### src/design/img_pkg.sv
package img_pkg;

    // ------------------------------
    // frame geometry
    // ------------------------------
    localparam int img_width    = 256;
    localparam int img_height   = 256;
    localparam int frame_pixels = img_width * img_height;

    // ------------------------------
    // pixel and address types
    // ------------------------------

    // 8-bit unsigned gray value
    typedef logic [7:0] pixel_t;

    // linear address into a frame, row * width + col
    typedef logic [$clog2(frame_pixels)-1:0] img_addr_t;

    // column or row index
    typedef logic [$clog2(img_width)-1:0] coord_t;

    // one pixel as it comes back from the image memory
    typedef struct packed {
        pixel_t pixel;
        coord_t col;
        coord_t row;
    } pixel_beat_t;

endpackage
### src/design/grad_pkg.sv
package grad_pkg;

    // ------------------------------
    // gradient types
    // ------------------------------

    // difference of two 8-bit pixels, needs 9 bits plus headroom
    typedef logic signed [9:0] grad_comp_t;

    // stored word: gx in the upper half, gy in the lower half
    typedef logic [2*$bits(grad_comp_t)-1:0] grad_word_t;

    // ------------------------------
    // three-pixel window
    // ------------------------------

    // origin (x, y), right (x+1, y), below (x, y+1)
    // col and row give the position of the origin
    typedef struct packed {
        img_pkg::pixel_t origin;
        img_pkg::pixel_t right;
        img_pkg::pixel_t below;
        img_pkg::coord_t col;
        img_pkg::coord_t row;
    } grad_window_t;

endpackage

### src/design/ig_top.sv
module ig_top (
    input  logic                    clk,
    input  logic                    reset,
    // image memory
    output logic                    img_rd,
    output img_pkg::img_addr_t      img_addr,
    input  img_pkg::pixel_t         img_di,
    // gradient memory
    output logic                    grad_wr,
    output img_pkg::img_addr_t      grad_addr,
    output grad_pkg::grad_word_t    grad_do,
    output logic                    done
);

    // ------------------------------
    // internal streams
    // ------------------------------
    logic                     beat_valid;
    img_pkg::pixel_beat_t     beat;
    logic                     reads_done;
    logic                     win_valid;
    grad_pkg::grad_window_t   win;

    frame_reader frame_reader_i (
        .clk        (clk),
        .reset      (reset),
        .img_rd     (img_rd),
        .img_addr   (img_addr),
        .img_di     (img_di),
        .beat_valid (beat_valid),
        .beat       (beat),
        .reads_done (reads_done)
    );

    // row buffer turns the raster stream into windows
    window_buffer window_buffer_i (
        .clk        (clk),
        .reset      (reset),
        .beat_valid (beat_valid),
        .beat       (beat),
        .win_valid  (win_valid),
        .win        (win)
    );

    grad_unit grad_unit_i (
        .clk        (clk),
        .reset      (reset),
        .win_valid  (win_valid),
        .win        (win),
        .reads_done (reads_done),
        .grad_wr    (grad_wr),
        .grad_addr  (grad_addr),
        .grad_do    (grad_do),
        .done       (done)
    );

endmodule

### src/design/grad_unit.sv
module grad_unit (
    input  logic                      clk,
    input  logic                      reset,
    // window stream
    input  logic                      win_valid,
    input  grad_pkg::grad_window_t    win,
    input  logic                      reads_done,
    // gradient memory write port
    output logic                      grad_wr,
    output img_pkg::img_addr_t        grad_addr,
    output grad_pkg::grad_word_t      grad_do,
    output logic                      done
);

    grad_pkg::grad_comp_t gx;
    grad_pkg::grad_comp_t gy;

    // writes issued so far in this frame
    img_pkg::img_addr_t wr_count;
    logic               last_written;

    // ------------------------------
    // arithmetic
    // ------------------------------

    // pixels are unsigned, widen with zeros before subtracting
    always_comb begin
        gx = grad_pkg::grad_comp_t'({2'b00, win.right}) -
             grad_pkg::grad_comp_t'({2'b00, win.origin});
        gy = grad_pkg::grad_comp_t'({2'b00, win.below}) -
             grad_pkg::grad_comp_t'({2'b00, win.origin});
    end

    always_ff @(posedge clk) begin
        if (win_valid) begin
            grad_do   <= {gx, gy};
            grad_addr <= img_pkg::img_addr_t'(win.row * img_pkg::img_width + win.col);
        end
    end

    // ------------------------------
    // write strobe and completion
    // ------------------------------

    // last column and last row have no forward neighbour
    assign last_written = (wr_count == img_pkg::img_addr_t'(
                              (img_pkg::img_width - 1) * (img_pkg::img_height - 1)));

    always_ff @(posedge clk) begin
        if (reset) begin
            grad_wr  <= 1'b0;
            wr_count <= '0;
        end else begin
            grad_wr <= win_valid;
            if (win_valid) begin
                wr_count <= wr_count + 1'b1;
            end
        end
    end

    // done follows the final write by one cycle and is sticky
    always_ff @(posedge clk) begin
        if (reset) begin
            done <= 1'b0;
        end else if (reads_done && !win_valid && last_written) begin
            done <= 1'b1;
        end
    end

endmodule

### src/design/window_buffer.sv
module window_buffer (
    input  logic                      clk,
    input  logic                      reset,
    // pixel stream in raster order
    input  logic                      beat_valid,
    input  img_pkg::pixel_beat_t      beat,
    // one window per output position
    output logic                      win_valid,
    output grad_pkg::grad_window_t    win
);

    // ------------------------------
    // storage
    // ------------------------------

    // previous row, indexed by column
    img_pkg::pixel_t row_mem [img_pkg::img_width];

    // pixel (x'-1, y') and pixel (x'-1, y'-1) relative to the current beat
    img_pkg::pixel_t prev_cur;
    img_pkg::pixel_t prev_up;

    // pixel (x', y'-1), read before this beat overwrites it
    img_pkg::pixel_t up_here;

    // current beat closes a window when it is not in the first row or column
    logic has_origin;

    assign up_here    = row_mem[beat.col];
    assign has_origin = (beat.col != '0) && (beat.row != '0);

    always_ff @(posedge clk) begin
        if (beat_valid) begin
            row_mem[beat.col] <= beat.pixel;
            prev_cur          <= beat.pixel;
            prev_up           <= up_here;
        end
    end

    // ------------------------------
    // window assembly
    // ------------------------------

    // beat (x', y') completes the window with origin (x'-1, y'-1)
    always_ff @(posedge clk) begin
        if (beat_valid) begin
            win.origin <= prev_up;
            win.right  <= up_here;
            win.below  <= prev_cur;
            win.col    <= beat.col - 1'b1;
            win.row    <= beat.row - 1'b1;
        end
    end

    always_ff @(posedge clk) begin
        if (reset) begin
            win_valid <= 1'b0;
        end else begin
            win_valid <= beat_valid && has_origin;
        end
    end

endmodule

### src/design/frame_reader.sv
module frame_reader (
    input  logic                     clk,
    input  logic                     reset,
    // image memory read port
    output logic                     img_rd,
    output img_pkg::img_addr_t       img_addr,
    input  img_pkg::pixel_t          img_di,
    // tagged pixel stream
    output logic                     beat_valid,
    output img_pkg::pixel_beat_t     beat,
    output logic                     reads_done
);

    typedef enum logic [1:0] {
        st_idle,
        st_reading,
        st_finished
    } state_t;

    state_t state;

    // position of the address issued last cycle
    img_pkg::coord_t tag_col;
    img_pkg::coord_t tag_row;

    // ------------------------------
    // read sequencing
    // ------------------------------
    always_ff @(posedge clk) begin
        if (reset) begin
            state    <= st_idle;
            img_rd   <= 1'b0;
            img_addr <= '0;
        end else begin
            case (state)
                st_idle: begin
                    // first edge out of reset starts the frame
                    state    <= st_reading;
                    img_rd   <= 1'b1;
                    img_addr <= '0;
                end
                st_reading: begin
                    if (img_addr == img_pkg::img_addr_t'(img_pkg::frame_pixels - 1)) begin
                        state  <= st_finished;
                        img_rd <= 1'b0;
                    end else begin
                        img_addr <= img_addr + 1'b1;
                    end
                end
                st_finished: begin
                    // stay here until the next reset
                    img_rd <= 1'b0;
                end
                default: begin
                    state  <= st_idle;
                    img_rd <= 1'b0;
                end
            endcase
        end
    end

    // ------------------------------
    // return path tagging
    // ------------------------------

    // memory answers one cycle after img_rd
    always_ff @(posedge clk) begin
        if (reset) begin
            beat_valid <= 1'b0;
        end else begin
            beat_valid <= img_rd;
        end
    end

    always_ff @(posedge clk) begin
        if (img_rd) begin
            tag_col <= img_pkg::coord_t'(img_addr % img_pkg::img_width);
            tag_row <= img_pkg::coord_t'(img_addr / img_pkg::img_width);
        end
    end

    always_comb begin
        beat.pixel = img_di;
        beat.col   = tag_col;
        beat.row   = tag_row;
    end

    // every address has been issued
    assign reads_done = (state == st_finished);

endmodule

### config.mk
export PLATFORM = sky130hd
export DESIGN_NAME = ig_top
export DESIGN_NICKNAME = d
export VERILOG_FILES = /design/src/design/img_pkg.sv /design/src/design/grad_pkg.sv /design/src/design/ig_top.sv /design/src/design/grad_unit.sv /design/src/design/window_buffer.sv /design/src/design/frame_reader.sv
export SDC_FILE = /design/constraint.sdc
export NUM_CORES = 2
export LEC_CHECK = 0
export BUFFER_PORTS_ARGS = -buffer_cell sky130_fd_sc_hd__buf_2
export CAP_MARGIN = 20
export CORE_MARGIN = 3
export CORE_UTILIZATION = 62
export DETAILED_ROUTE_END_ITERATION = 7
export PLACE_DENSITY = 0.86
export SLEW_MARGIN = 40
export SYNTH_ARGS = -nofsm -noshare
export SYNTH_HDL_FRONTEND = slang
export SYNTH_SLANG_ARGS = --single-unit
### constraint.sdc
create_clock -name clk -period 7.7 [get_ports clk]
set_clock_uncertainty 0.1 [all_clocks]
set_input_delay 1.155 -clock clk [delete_from_list [all_inputs] [get_ports clk]]
set_output_delay 1.155 -clock clk [all_outputs]
set_load 0.05 [all_outputs]
; ---- After elaboration in Yosys (flattened, before gate mapping)
; Memories as Yosys holds them, arrays and structs flattened. A register that Yosys moved wholly into a read port is not among the register bits.
; Cells that the tools add are included.
[classes]
multipliers = 0
n_bitwise = 1
eq_ne = 6
shifts = 0
n_reduce_logical = 11
order_cmp = 0
addsub = 7
n_div = 0
n_mux = 8
[ops]
columns = op, count
row1 = adder 16 x 1 -> 16 bit (second input constant), 2
row2 = equality test 16 bit (second input constant), 2
row3 = one-hot mux 16 bit (2 select lines), 1
row4 = subtractor 8 x 8 -> 9 bit, 2
row5 = adder 16 x 8 -> 16 bit, 1
row6 = 2-to-1 mux 16 bit, 1
row7 = nonzero test 8 bit, 2
row8 = subtractor 8 x 1 -> 8 bit (second input constant), 2
row9 = one-hot mux 2 bit (3 select lines), 1
row10 = logical AND 1 bit, 4
row11 = AND reduction 2 bit, 2
row12 = 2-to-1 mux 1 bit, 3
row13 = equality test 2 x 1 -> 1 bit (second input constant), 1
row14 = equality test 2 bit (second input constant), 1
row15 = zero test 2 bit, 1
row16 = 2-to-1 mux 2 bit, 1
row17 = != test 2 x 1 -> 1 bit (second input constant), 1
row18 = != test 2 bit (second input constant), 1
row19 = one-hot mux 1 bit (2 select lines), 1
row20 = nonzero test 2 bit, 1
row21 = zero test 1 bit, 1
row22 = NOT 1 bit, 1
[word_totals]
ff_bits = 131
out_inout_bits = 55
latch_bits = 0
n_memories = 1
mem_bits_ro = 0
ram_bits = 2048
inputBits = 10
[memory_table]
columns = memory, depth, width, rd, rd_clocked_by_memory_dff, wr, line
row1 = window_buffer_i.row_mem, 256, 8, 1, 1, 1, window_buffer.sv:17  ; img_pkg::pixel_t row_mem [img_pkg::img_width];

; ---- Longest topological paths before layout
[logic_depth]
word_depth = 3
mapped_depth = 10

; ---- Hierarchy
; From an unflattened synthesis, not the netlist that was laid out.
[hier_totals]
hier_cells = 3984
hier_area_um2 = 84043.1
[by_module_without_submodules]
columns = mod, instances, cells_each, area_per_inst_um2, seq_area_each_um2
row1 = window_buffer, 1, 3625, 79955.4, 62960.4
row2 = grad_unit, 1, 210, 2464.9, 1381.3
row3 = frame_reader, 1, 149, 1622.8, 880.8

; ---- Worst setup path after synthesis
; OpenSTA, ideal clock, no wires.
[synth_path]
kind = reg-to-reg
startpoint = reg frame_reader_i.beat_valid
endpoint = mem window_buffer_i.row_mem[108][0] (netlist bit) (enable)
period_less_slack_ns = 3.253
arrival_ns = 2.782
stages_incl_launch_ff = 6
required_time_ns = 7.230
setup_slack_ns = 4.447
n_path_buf = 3
path_cell_list = dfxtp_1 clkbuf_1 buf_1 nand3_1 clkbuf_1 nor2_1
[synth_via]
elab_chain_cells = 2
[synth_lines]
columns = item, line
row1 = start: declaration, frame_reader.sv:9  ; output logic beat_valid,
row2 = start signal: assignment, frame_reader.sv:71  ; beat_valid <= img_rd;
row3 = 2-to-1 mux 1 bit, window_buffer.sv:33  ; if (beat_valid) begin
row4 = 2-to-1 mux 1 bit (not written as such), window_buffer.sv:34  ; row_mem[beat.col] <= beat.pixel;
row5 = end: declaration, window_buffer.sv:17
; Every way passes these cells.

==> impl_metrics.json <==
{
  "grt_max_degree": 169,
  "reg2reg_slack_ns": 3.16,
  "floorplan.initialDensity": 0.626,
  "fin_hold_ws_ns": 0.316,
  "p_leak_nw": 28.6,
  "r2r-start": "frame_reader_i.tag_col[0]$_DFFE_PP_",
  "syn_to_final_growth_pct": 11.3,
  "startpoint": "frame_reader_i.tag_col[0]$_DFFE_PP_",
  "fin_nets": 4073,
  "syn-cell-area_um2": 83800,
  "cts.repair.resized": 0,
  "setup_slack_ns": 3.16,
  "worstSetupPathType": "flip-flop to flip-flop",
  "worstHoldEndpoint": "grad_unit_i.grad_addr[3]$_DFFE_PP_",
  "grtUsageTotal": 0.331,
  "die_y_um": 374,
  "rr_endpoint": "window_buffer_i.win[24]$_DFFE_PP_",
  "dp_cells": 5599,
  "max_freq_mhz": 220,
  "path_max_fanout": 73,
  "layout_common_cells": "edfxtp_1 (2146), mux4_2 (512), a22oi_1 (257)",
  "cts_tree": "done",
  "slew_violations": 0,
  "rsz0062_at_grt": "false",
  "grt_pass1_vias": 44900,
  "ys.warnings.count": 0,
  "syn_inst": 3934,
  "finalCriticalPeriod_ns": 4.54,
  "tns_ns": 0,
  "ant_nets": 0,
  "place_area_um2": 86200,
  "finalSetupViolCount": 0,
  "clockRootBuffer": "clkbuf_16",
  "syn_nets": 3971,
  "clock-sinks": 2185,
  "avgViaCountPerCell": 7.48,
  "antenna_found_initial": 8,
  "cp-start-kind": "flip-flop",
  "clk_pin_slew_ns": 0.07,
  "drt-pass1-iter-count": 6,
  "port_buffers": 64,
  "min_path_type": "flip-flop to flip-flop",
  "ys_types": 46,
  "die-area_um2": 140000,
  "io_pins": 65,
  "required_ns": 8.17,
  "gr-total-overflow": 0,
  "final_cell_count_no_fill": 5979,
  "coreArea_um2": 134000,
  "routed_wirelength_mm": 227,
  "synth.avg_cell_area_um2": 21.3,
  "fin_crit_sh": 0.590,
  "cts_hold_buf": 0,
  "row_count": 134,
  "htree_levels": 4,
  "p_per_area_nw_per_um2": 262,
  "drc_errors": 0,
  "numCtsBuffers": 200,
  "routedWlPerCell_um": 38.0,
  "final_common_cell": "edfxtp_1",
  "drv_cap": 0,
  "holdCritStartpoint": "window_buffer_i.win[11]$_DFFE_PP_",
  "via_count": 44700,
  "post-place-ws_ns": 3.44,
  "yosysSeqAreaShare": 0.779,
  "ff2ff_path_depth": 8,
  "status": "finished, final reports clean",
  "clk-insertion-delay-late_ns": 0.85,
  "drive_gt1_frac": 0.261,
  "end_kind": "flip-flop",
  "clk_path_buf_depth": 3,
  "hold_viol": 0,
  "dpl.hpwl_mm": 112,
  "hold_depth": 0,
  "ys_ff_latch": 2185,
  "tightestPinTransition_ns": 0.958,
  "max-slew-margin-rel": 0.360,
  "vdd_drop_max_uv": 233,
  "gp_congestion": 0.838,
  "final_area_um2": 93200,
  "grt_pass1_wl_mm": 331,
  "fp.dieW_um": 374,
  "post-cts-setup-buffers": 0,
  "worstPathArrival_ns": 5.01,
  "drt_first_iter_violations": 7369
}
-- cell usage after synthesis, drive strengths merged --
library cell | n | area share
edfxtp | 2146 | 0.77
mux4 | 512 | 0.14
nor2 | 272 | 0.012
a22oi | 257 | 0.023
a21oi | 146 | 0.0088
clkbuf | 140 | 0.0063
buf | 99 | 0.0069
nand2 | 43 | 0.0019
dfxtp | 39 | 0.0093
o41ai | 32 | 0.0033
xor2 | 32 | 0.0033
and3 | 28 | 0.0021
inv | 26 | 0.0012
ha | 25 | 0.0037
nand3 | 24 | 0.0014
nand4 | 18 | 0.0013
nor2b | 14 | 0.0010
o21ai | 12 | 0.00072
xnor2 | 10 | 0.0010
nand2b | 9 | 0.00067
nor3 | 9 | 0.00054
and2 | 6 | 0.00045
a21o | 5 | 0.00045
or3 | 4 | 0.00030
nor4 | 3 | 0.00022
nor4b | 3 | 0.00031
a211oi | 2 | 0.00018
a311oi | 2 | 0.00021
a41oi | 2 | 0.00021
fa | 2 | 0.00048
o21bai | 2 | 0.00018
a21boi | 1 | 0.000090
a31oi | 1 | 0.000075
and4 | 1 | 0.00010
mux2i | 1 | 0.00012
nand3b | 1 | 0.000090
nand4b | 1 | 0.00010
o31a | 1 | 0.00010
or2 | 1 | 0.000075
or4 | 1 | 0.000090
or4b | 1 | 0.00012
-- final cells by class --
cell class | instances | area, µm²
Inverter | 26 | 97.6
Antenna cell | 7 | 17.5
Clock inverter | 126 | 1310
Sequential cell | 2185 | 65200
Timing Repair Buffer | 139 | 1240
Tap cell | 1768 | 2210
Clock buffer | 244 | 5270
Multi-Input combinational cell | 1484 | 17800
Fill cell | 7192 | 40600
-- state kept, by name, summed over array words and instances (netlist names), 2 cells and up --
name                      flops
frame_reader_i.tag_row        8
frame_reader_i.state          2
grad_unit_i.wr_count         16
grad_unit_i.grad_do          18
grad_unit_i.grad_addr        16
frame_reader_i.tag_col        8
window_buffer_i.prev_cur      8
window_buffer_i.win          40
frame_reader_i.img_addr      16
window_buffer_i.row_mem    2048
-- routing by layer --
metal	up-vias	wire length, µm	global-route usage	share of wire
met1	22600	70800	0.421	0.31
met3	936	29000	0.0845	0.13
li1	16700	-	-	-
met2	4473	112000	0.532	0.49
met5	-	51	0	0.00022
met4	6	15900	0.182	0.070
-- worst max-delay path: stages (launching register included) --
cell and delay (ns):
edfxtp_1 0.46, buf_12 0.45, buf_12 0.34, buf_16 0.45
mux4_2 0.58, a22oi_1 0.31, a21oi_1 0.25, o41ai_2 0.91
nand4_1 0.16
-- worst max path at each step --
stage,endpoint,slack [ns],cells past startpoint
floorplan,window_buffer_i.row_mem[108][0]$_DFFE_PP_,4.45,5
global placement,window_buffer_i.win[24]$_DFFE_PP_,2.90,7
detailed placement,window_buffer_i.win[26]$_DFFE_PP_,3.44,7
CTS,window_buffer_i.win[26]$_DFFE_PP_,3.11,7
global route,window_buffer_i.win[26]$_DFFE_PP_,3.06,8
finish,window_buffer_i.win[24]$_DFFE_PP_,3.16,8
-- kinds of logic (layout without fill, tap and decap cells) --
kind of cell	count (synthesis)	after routing	share of synthesized area
multiplexers	513	513	0.138
AO/OA/AOI/OAI	463	463	0.0374
buffers and inverters	265	535	0.0144
other	0	7	0
adder cells (fa/ha/maj)	27	27	0.00421
AND/OR/NAND/NOR	439	439	0.0231
XOR/XNOR	42	42	0.00439
flip-flops	2185	2185	0.779
-- power by group --
part           switching [W]  internal (W)
Sequential         0.0000305        0.0131
Combinational       0.000722      0.000374
Clock                0.00455       0.00563
-- per-stage QoR --
step	power, W	utilization
after floorplan	0.0140	-
after global placement	0.0143	0.642
after detailed placement	0.0144	0.644
after CTS	0.0244	0.693
after global routing	0.0248	0.697
final	0.0244	0.697
(Power assumes the default switching activity.)
